$ cat config.mk
export PLATFORM = sky130hd
export DESIGN_NAME = l0_cache
export DESIGN_NICKNAME = d
export VERILOG_FILES = /design/src/design/l0_pkg.sv /design/src/design/l0_line_if.sv /design/src/design/l0_tag_store.sv /design/src/design/l0_data_store.sv /design/src/design/l0_refill_ctrl.sv /design/src/design/l0_cache.sv
export VERILOG_INCLUDE_DIRS = /design/src /design/src/design
export SDC_FILE = /design/constraint.sdc
export NUM_CORES = 1
export LEC_CHECK = 0
export BUFFER_PORTS_ARGS = -buffer_cell sky130_fd_sc_hd__clkbuf_2
export CAP_MARGIN = 20
export CORE_ASPECT_RATIO = 1.75
export CORE_MARGIN = 3
export CORE_UTILIZATION = 28
export CTS_BUF_LIST = sky130_fd_sc_hd__clkbuf_8
export DETAILED_ROUTE_END_ITERATION = 16
export SLEW_MARGIN = 20
export SYNTH_ARGS = -nofsm -noshare
export SYNTH_HDL_FRONTEND = slang
export SYNTH_SLANG_ARGS = --single-unit
$ cat constraint.sdc
create_clock -name clk_i -period 3.2 [get_ports clk_i]
set_input_delay 0.64 -clock clk_i [delete_from_list [all_inputs] [get_ports clk_i]]
set_output_delay 0.64 -clock clk_i [all_outputs]
set_load 0.05 [all_outputs]
$ cat src/design/l0_cfg.svh
// --------------------
// sizes and event bit positions of the level-0 fetch cache
// include this wherever a width or a line count is needed
// --------------------

`ifndef L0_CFG_SVH
`define L0_CFG_SVH

// fetch side
`define L0_FETCH_AW    32
`define L0_FETCH_DW    32
`define L0_FETCH_ALIGN 2

// line geometry
`define L0_LINE_WIDTH 128
`define L0_LINE_COUNT 4
`define L0_LINE_ALIGN 4
`define L0_TAG_WIDTH  (`L0_FETCH_AW - `L0_LINE_ALIGN)

// performance event vector
`define L0_EV_HIT   0
`define L0_EV_MISS  1
`define L0_EV_STALL 2

`endif

$ cat src/design/l0_pkg.sv
// --------------------
// shared types of the level-0 fetch cache
// import with a wildcard in the module header
// --------------------

`include "l0_cfg.svh"

package l0_pkg;

  // address and data
  typedef logic [`L0_FETCH_AW-1:0]   addr_t;
  typedef logic [`L0_FETCH_DW-1:0]   word_t;
  typedef logic [`L0_LINE_WIDTH-1:0] line_t;
  typedef logic [`L0_TAG_WIDTH-1:0]  tag_t;

  // one bit per line, used for hit, evict and fill masks
  typedef logic [`L0_LINE_COUNT-1:0] line_oh_t;

  // round-robin victim pointer
  typedef logic [$clog2(`L0_LINE_COUNT)-1:0] line_idx_t;

  // hit, miss and stall, one bit each
  typedef logic [`L0_EV_STALL:0] events_t;

endpackage

$ cat src/design/l0_line_if.sv
// --------------------
// per-line hit and fill strobes shared by tag store,
// data store and refill control
// --------------------

interface l0_line_if import l0_pkg::*; ();

  // lookup result, one-hot or zero
  line_oh_t hit_oh;
  logic     hit_any;

  // miss handling
  logic     evict;
  logic     fill;
  line_oh_t fill_oh;

  modport tag_mp (
    output hit_oh, hit_any, fill_oh,
    input  evict, fill
  );

  modport ctrl_mp (
    input  hit_any,
    output evict, fill
  );

  modport data_mp (
    input hit_oh, fill_oh
  );

endinterface

$ cat src/design/l0_tag_store.sv
// --------------------
// tag array with full compare, round-robin eviction and flush
// keeps the mask of the line waiting for its refill
// --------------------

`include "l0_cfg.svh"

module l0_tag_store import l0_pkg::*; (
  input  logic       clk_i,
  input  logic       rst_ni,
  input  logic       flush_i,
  input  addr_t      fetch_addr_i,
  input  logic       fetch_valid_i,
  l0_line_if.tag_mp  lines
);

  tag_t      fetch_tag;
  tag_t      tag_q [`L0_LINE_COUNT];
  line_oh_t  valid_q;
  line_oh_t  evict_oh;
  line_oh_t  pending_line_q;
  line_idx_t rr_q;

  assign fetch_tag = fetch_addr_i[`L0_FETCH_AW-1:`L0_LINE_ALIGN];

  // --------------------
  // lookup
  // --------------------
  always_comb begin
    for (int i = 0; i < `L0_LINE_COUNT; i++) begin
      lines.hit_oh[i] = fetch_valid_i & valid_q[i] & (tag_q[i] == fetch_tag);
    end
  end

  assign lines.hit_any = |lines.hit_oh;

  // --------------------
  // eviction
  // --------------------
  // victim comes straight from the pointer
  assign evict_oh = lines.evict ? (line_oh_t'(1) << rr_q) : '0;

  // the response validates whatever line was evicted last
  assign lines.fill_oh = lines.fill ? pending_line_q : '0;

  always_ff @(posedge clk_i or negedge rst_ni) begin
    if (!rst_ni) begin
      rr_q           <= '0;
      pending_line_q <= '0;
    end else if (lines.evict) begin
      rr_q           <= rr_q + 1'b1;
      pending_line_q <= evict_oh;
    end
  end

  // new tag is written together with the eviction
  always_ff @(posedge clk_i) begin
    for (int i = 0; i < `L0_LINE_COUNT; i++) begin
      if (evict_oh[i]) begin
        tag_q[i] <= fetch_tag;
      end
    end
  end

  // --------------------
  // valid bits
  // --------------------
  // flush wins over both evict and fill
  always_ff @(posedge clk_i or negedge rst_ni) begin
    if (!rst_ni) begin
      valid_q <= '0;
    end else begin
      for (int i = 0; i < `L0_LINE_COUNT; i++) begin
        if (flush_i) begin
          valid_q[i] <= 1'b0;
        end else if (evict_oh[i]) begin
          valid_q[i] <= 1'b0;
        end else if (lines.fill_oh[i]) begin
          valid_q[i] <= 1'b1;
        end
      end
    end
  end

endmodule

$ cat src/design/l0_data_store.sv
// --------------------
// line data registers with hit-selected read
// returns the addressed word of the hitting line
// --------------------

`include "l0_cfg.svh"

module l0_data_store import l0_pkg::*; (
  input  logic       clk_i,
  input  logic       rst_ni,
  input  addr_t      fetch_addr_i,
  input  line_t      rsp_data_i,
  l0_line_if.data_mp lines,
  output word_t      fetch_data_o
);

  line_t data_q [`L0_LINE_COUNT];
  line_t line_sel;
  logic [`L0_LINE_ALIGN-`L0_FETCH_ALIGN-1:0] word_idx;

  // refill data lands in the pending line
  always_ff @(posedge clk_i or negedge rst_ni) begin
    if (!rst_ni) begin
      for (int i = 0; i < `L0_LINE_COUNT; i++) begin
        data_q[i] <= '0;
      end
    end else begin
      for (int i = 0; i < `L0_LINE_COUNT; i++) begin
        if (lines.fill_oh[i]) begin
          data_q[i] <= rsp_data_i;
        end
      end
    end
  end

  // hit_oh is one-hot or zero, so an and-or mux is enough
  always_comb begin
    line_sel = '0;
    for (int i = 0; i < `L0_LINE_COUNT; i++) begin
      line_sel |= {`L0_LINE_WIDTH{lines.hit_oh[i]}} & data_q[i];
    end
  end

  assign word_idx = fetch_addr_i[`L0_LINE_ALIGN-1:`L0_FETCH_ALIGN];

  assign fetch_data_o = line_sel[word_idx*`L0_FETCH_DW +: `L0_FETCH_DW];

endmodule

$ cat src/design/l0_refill_ctrl.sv
// --------------------
// miss detection and refill request towards the next level
// also owns the pending flag and the event outputs
// --------------------

`include "l0_cfg.svh"

module l0_refill_ctrl import l0_pkg::*; (
  input  logic       clk_i,
  input  logic       rst_ni,
  input  addr_t      fetch_addr_i,
  input  logic       fetch_valid_i,
  output addr_t      req_addr_o,
  output logic       req_valid_o,
  input  logic       req_ready_i,
  input  logic       rsp_valid_i,
  l0_line_if.ctrl_mp lines,
  output events_t    events_o
);

  logic miss;
  logic last_miss_q;
  logic pending_q;
  logic pending_d;

  // no new miss while a refill is still outstanding
  assign miss = fetch_valid_i & ~lines.hit_any & ~pending_q;

  // evict only once, even if the request waits for ready
  assign lines.evict = miss & ~last_miss_q;

  always_ff @(posedge clk_i or negedge rst_ni) begin
    if (!rst_ni) begin
      last_miss_q <= 1'b0;
    end else begin
      last_miss_q <= miss;
    end
  end

  // --------------------
  // refill request
  // --------------------
  assign req_valid_o = miss;
  assign req_addr_o  = {fetch_addr_i[`L0_FETCH_AW-1:`L0_LINE_ALIGN], {`L0_LINE_ALIGN{1'b0}}};

  // stray responses are dropped here
  assign lines.fill = rsp_valid_i & pending_q;

  always_comb begin
    pending_d = pending_q;
    if (pending_q) begin
      if (rsp_valid_i) begin
        pending_d = 1'b0;
      end
    end else if (req_valid_o && req_ready_i) begin
      pending_d = 1'b1;
    end
  end

  always_ff @(posedge clk_i or negedge rst_ni) begin
    if (!rst_ni) begin
      pending_q <= 1'b0;
    end else begin
      pending_q <= pending_d;
    end
  end

  // --------------------
  // performance events
  // --------------------
  always_comb begin
    events_o               = '0;
    events_o[`L0_EV_HIT]   = lines.hit_any & fetch_valid_i;
    events_o[`L0_EV_MISS]  = miss;
    events_o[`L0_EV_STALL] = fetch_valid_i & ~lines.hit_any;
  end

endmodule

$ cat src/design/l0_cache.sv
// --------------------
// level-0 instruction fetch cache, fully associative
// hits answer in the same cycle, misses refill one line
// --------------------

module l0_cache import l0_pkg::*; (
  input  logic    clk_i,
  input  logic    rst_ni,
  input  logic    flush_i,
  // fetch side
  input  addr_t   fetch_addr_i,
  input  logic    fetch_valid_i,
  output word_t   fetch_data_o,
  output logic    fetch_ready_o,
  // refill request
  output addr_t   req_addr_o,
  output logic    req_valid_o,
  input  logic    req_ready_i,
  // refill response, no back-pressure
  input  line_t   rsp_data_i,
  input  logic    rsp_valid_i,
  output events_t events_o
);

  l0_line_if lines ();

  l0_tag_store i_tag_store (
    .clk_i         (clk_i),
    .rst_ni        (rst_ni),
    .flush_i       (flush_i),
    .fetch_addr_i  (fetch_addr_i),
    .fetch_valid_i (fetch_valid_i),
    .lines         (lines.tag_mp)
  );

  l0_data_store i_data_store (
    .clk_i        (clk_i),
    .rst_ni       (rst_ni),
    .fetch_addr_i (fetch_addr_i),
    .rsp_data_i   (rsp_data_i),
    .lines        (lines.data_mp),
    .fetch_data_o (fetch_data_o)
  );

  l0_refill_ctrl i_refill_ctrl (
    .clk_i         (clk_i),
    .rst_ni        (rst_ni),
    .fetch_addr_i  (fetch_addr_i),
    .fetch_valid_i (fetch_valid_i),
    .req_addr_o    (req_addr_o),
    .req_valid_o   (req_valid_o),
    .req_ready_i   (req_ready_i),
    .rsp_valid_i   (rsp_valid_i),
    .lines         (lines.ctrl_mp),
    .events_o      (events_o)
  );

  // a valid fetch is ready exactly when it hits
  assign fetch_ready_o = lines.hit_any;

endmodule

# After elaboration in Yosys (flattened, before gate mapping)
# Memory sizes are Yosys's and may differ from the RTL's.
# Index checks and enable logic that the tools add are counted.
# W data, S select, Z words.
# op_classes
addsub	1
multipliers	0
div_mod_pow	0
order_cmp	0
eq_ne	4
shifts	2
muxes	25
bitwise_logic	23
n_reduce_logical	6
# ops
operator	count
$and A128 B128 Y128	4
$or A128 B128 Y128	3
$shiftx A128 B8 Y32	1
$eq A28 B28 Y1	4
$mux W1	23
$and A1 B1 Y1	13
$reduce_bool A3 Y1	4
$mux W4	2
$reduce_or A4 Y1	1
$shl A1 B2 Y4 const A	1
$not A1 Y1	3
$add A2 B1 Y2 const B	1
$logic_and A1 B1 Y1	1
# totals
ff_bits	524
latch_bits	0
ram_bits	112
mem_bits_ro	0
output_inout_bits	69
elab_cells	74
memories	1
# mem_list
name	words	word_bits	read_ports	rd_clocked_by_memory_dff	wr	line_no	rtl
i_tag_store.tag_q	4	28	4	0	4	l0_tag_store.sv:18	tag_t tag_q [`L0_LINE_COUNT];

# Longest topological paths before layout
# An unclocked memory read counts as a cell.
# logic_depth
depth_word	11
mapped_depth	11

# Hierarchy
# Synthesis repeated with hierarchy kept, for this count alone.
# hier_totals
cells_unflattened	1924
hier_area_um2	27705.3
# by_module_without_submodules
module	n_inst	cells_each	area_per_inst_um2
l0_data_store	1	1568	22258.8
l0_tag_store	1	311	5088.6
l0_refill_ctrl	1	45	357.8

# Worst setup path before layout
# Ideal clock, no wire load.
# synth_timing
path_kind	input-to-output
from	input fetch_addr_i[20]
to	output fetch_data_o[24]
arrival_ns	2.766
slack_ns	-0.206
stages	9
n_path_buf	3
path_cell_list	buf_2 > xnor2_1 > nand4_1 > nor4_4 > buf_2 > buf_1 > nand3_1 > nand3_1 > and4_1
# synth_between
elab_chain_len	7
elab_cells_between_ends	16
classes_between	eq/ne (4); shift (1); bitwise (11)
# synth_lines
element	line_no	rtl
start: declaration	l0_cache.sv:11	input addr_t fetch_addr_i,
$eq A28 B28 Y1	l0_tag_store.sv:31	lines.hit_oh[i] = fetch_valid_i & valid_q[i] & (tag_q[i] == fetch_tag);
$and A1 B1 Y1	l0_tag_store.sv:31	
$and A128 B128 Y128	l0_data_store.sv:40	line_sel |= {`L0_LINE_WIDTH{lines.hit_oh[i]}} & data_q[i];
$or A128 B128 Y128 (2 in a row)	l0_data_store.sv:40	
$or A128 B128 Y128 (*)	l0_data_store.sv:40	
$shiftx A128 B8 Y32 (*)	l0_data_store.sv:46	assign fetch_data_o = line_sel[word_idx*`L0_FETCH_DW +: `L0_FETCH_DW];
end: declaration	l0_cache.sv:13	output word_t fetch_data_o,
# Mark *: on every way between the ends. The rest lies on a longest branch, timed or not.

==> impl_metrics.env <==
export IMPL_drc_errors=0
export IMPL_antenna_found_initial=40
export IMPL_numCtsBuffers=97
export IMPL_synth_cell_types=31
export IMPL_hpwl_um=77600
export IMPL_cts_sinks=636
export IMPL_final_max_slew_viol_count=0
export IMPL_post_route_min_period_ns=3.91
export IMPL_final_antenna_net_count=0
export IMPL_syn_to_final_growth_pct=30.6
export IMPL_cts_tree="yes"
export IMPL_power_mw=26.0
export IMPL_holdPathStages=2
export IMPL_dr_wl_met2_um=56100
export IMPL_cpMostUsedCell="buf_4"
export IMPL_synthesis_area_um2=30400
export IMPL_synth_area_top_cells="dfrtp_1, mux2_2, edfxtp_1"
export IMPL_path_class="register to output port"
export IMPL_yosysSeqAreaShare=0.541
export IMPL_cpPeakStageDelay_ns=0.41
export IMPL_cp_required_ns=2.56
export IMPL_grt_max_degree=91
export IMPL_firstDrtPassIters=6
export IMPL_core_area_um2=108000
export IMPL_crit_chain="xnor2_2 -> nand4_1 -> nor4_2 -> buf_4 -> buf_16 -> buf_4 -> a32oi_1 -> nand3_1 -> and4_4 -> buf_12"
export IMPL_drive_gt1_frac=0.458
export IMPL_clock_skew_ns=0.0357
export IMPL_grt_pass1_wl_um=169000
export IMPL_synth_largest_area_cell="dfrtp_1"
export IMPL_path_clk_slew_ns=0.07
export IMPL_row_count=159
export IMPL_port_buffers=228
export IMPL_max_cap_viol_count=0
export IMPL_dr_wl_met3_um=8840
export IMPL_grtUsageTotal=0.202
export IMPL_rsz0062_at_grt="yes"
export IMPL_vias_per_cell=5.42
export IMPL_fmaxAchievable_mhz=256
export IMPL_regToRegStartpoint="i_tag_store.tag_q[2][19]$_DFFE_PP_"
export IMPL_die_w_um=255
export IMPL_hold_viol_final=0
export IMPL_cp_max_fo=23
export IMPL_slew_headroom=0.483
export IMPL_p_leak_nw=16.5
export IMPL_ir_drop_mv=0.415
export IMPL_avgSynthCellArea_um2=12.1
export IMPL_cp_arrival_ns=3.27
export IMPL_fin_crit_sh=1.22
export IMPL_wl_met1_um=43300
export IMPL_first_iter_violations=1852
export IMPL_vias=24200
export IMPL_root_buffer="clkbuf_8"
export IMPL_holdCritStartpoint="rsp_data_i[107]"
export IMPL_worstSkewPairLatency_ns=0.78
export IMPL_io_pins=235
export IMPL_wire_per_inst_um=26.1
export IMPL_finalSetupViolations=37
export IMPL_reg2regPathDepth=9
export IMPL_critical_path_slowest_cell="edfxtp_1"
export IMPL_initial_utilization=0.283
export IMPL_tightest_slew_ns=0.775
export IMPL_chipHeight_um=442
export IMPL_fill_cells=10500
export IMPL_yosysWarnings=0
export IMPL_gp_congestion=0.822
export IMPL_status="finished, violations left"
export IMPL_violations="negative setup slack"
export IMPL_fin_ws_ns=-0.707
export IMPL_hp_class="input pin to register"
export IMPL_startpoint="i_tag_store.tag_q[2][15]$_DFFE_PP_"
export IMPL_synth_top_area_share=0.431
export IMPL_clockBufferDepth=3
export IMPL_top_layer_used="met5"
export IMPL_synth_seq_cells=636
export IMPL_die_area_um2=113000
export IMPL_power_density_nw_per_um2=653
export IMPL_drt_wl_total_um=116000
export IMPL_htree_levels=3
export IMPL_grt_pass1_vias=24700
export IMPL_synthCells=2514
export IMPL_fin_nets=3097
export IMPL_cp_end_kind="output port"
export IMPL_utilization=0.370
export IMPL_start_kind="register"
export IMPL_overflow=0
==> registers in the layout, indices dropped and copies added, names as in the netlist <==
register,flops
i_tag_store.tag_q,112
i_refill_ctrl.pending_q,1
i_tag_store.valid_q,4
i_tag_store.pending_line_q,4
i_tag_store.rr_q,2
i_refill_ctrl.last_miss_q,1
i_data_store.data_q,512
==> final timing paths <==
kind / end / slack [ns]
max: fetch_data_o[12] / -0.71
min: i_data_store.data_q[363]$_DFFE_PN0P_ / 0.15
max reg2reg: i_tag_store.tag_q[0][24]$_DFFE_PP_ / 0.58
min reg2reg: i_data_store.data_q[174]$_DFFE_PN0P_ / 0.50
max in group asynchronous: i_data_store.data_q[490]$_DFFE_PN0P_ / 1.70
min in group asynchronous: i_data_store.data_q[329]$_DFFE_PN0P_ / 0.44
==> metrics by stage <==
step	cells	setup WS, ns	TNS (ns)	hold WS, ns	instance area, um2
4_1_cts	4440	-0.787	-26.25	0.0870	39400
6_report	4466	-0.707	-23.49	0.149	39800
3_5_place_dp	4249	-0.628	-25.12	0.484	36600
2_1_floorplan	2517	-0.0833	-1.11	0.344	30600
5_1_grt	4454	-0.817	-27.78	0.133	39700
3_3_place_gp	4249	-0.613	-21.63	0.479	36600
==> cells by family after synthesis <==
group	count (synthesis)	synth area share
adders and majority gates	4	0.00164
DFF	636	0.541
other	1	0.000123
and+or+nand+nor	712	0.135
AOI/OAI and AO/OA	230	0.0565
buffers and inverters	301	0.0420
muxes	517	0.191
xor gates and xnor gates	113	0.0325
==> cell type report <==
cell class              count  area [um2]  share of cell area
flip-flops and latches    636       16500               0.414
multi-input cells        1580       13300               0.334
repair buffers            603        6200               0.156
well taps                1449        1810              0.0456
clock buffers             114        1570              0.0395
clock inverters            54         334             0.00840
diodes                     21        52.6             0.00132
inverters                   9        38.8            0.000975
==> worst max-delay path: cells and delay by family, from the launching register on <==
| family | cells | cell delay [ns] |
|---|---|---|
| xor gates and xnor gates | 1 | 0.22 |
| buffers and inverters | 4 | 0.82 |
| AOI/OAI and AO/OA | 1 | 0.10 |
| DFF | 1 | 0.41 |
| and+or+nand+nor | 4 | 0.92 |
==> metal layers <==
metal  global-route usage  up-vias
li1                     -    10400
met1                0.236    12400
met2                0.334     1068
met3               0.0459      302
met4                0.126       24
met5                    0        -
==> where the power goes <==
| part | internal, mW | switching (mW) | leakage, nW |
|---|---|---|---|
| sequential | 11.6 | 1.67 | 7.41 |
| combinational | 3.42 | 2.42 | 8.02 |
| clock | 3.48 | 3.38 | 1.08 |
==> cells in the mapped netlist <==
cell type	n
dfrtp_1	524
mux2_2	512
nand3_1	393
clkbuf_1	228
a31oi_1	128
edfxtp_1	112
nor4_1	103
xnor2_1	101
and3_1	99
a32oi_1	96
nand4_1	62
and4_1	34
buf_4	33
buf_1	17
buf_2	13
xor2_1	12
inv_1	9
and2_1	7
mux2_1	5
nor4_4	5
a221oi_2	4
ha_1	4
nand2_1	4
nand2b_1	2
a22oi_1	1
a41o_1	1
buf_6	1
conb_1	1
nor2_1	1
nor3b_1	1
or2_2	1
==> layout by cell type, fill, tap and decap left out, types with 93 or more instances in the layout <==
cell type | Yosys | layout
dfrtp_1 | 524 | 524
mux2_2 | 512 | 512
nand3_1 | 393 | 353
buf_4 | 33 | 239
clkbuf_2 | 0 | 190
buf_12 | 0 | 129
a31oi_1 | 128 | 126
clkbuf_8 | 0 | 114
edfxtp_1 | 112 | 112
and3_1 | 99 | 96
nor4_1 | 103 | 94
xnor2_1 | 101 | 93
==> repair_timing <==
item / in CTS / in global routing
pin swaps: 36 / 45
gates cloned: 11 / 3
hold buffers: 1 / 0
endpoints found under the setup margin: 37 / 37
hold endpoints to repair: 59 / 0
resized for setup: 100 / 39
buffers inserted: 11 / 3
Note: power is estimated with default switching activity, not from simulation.
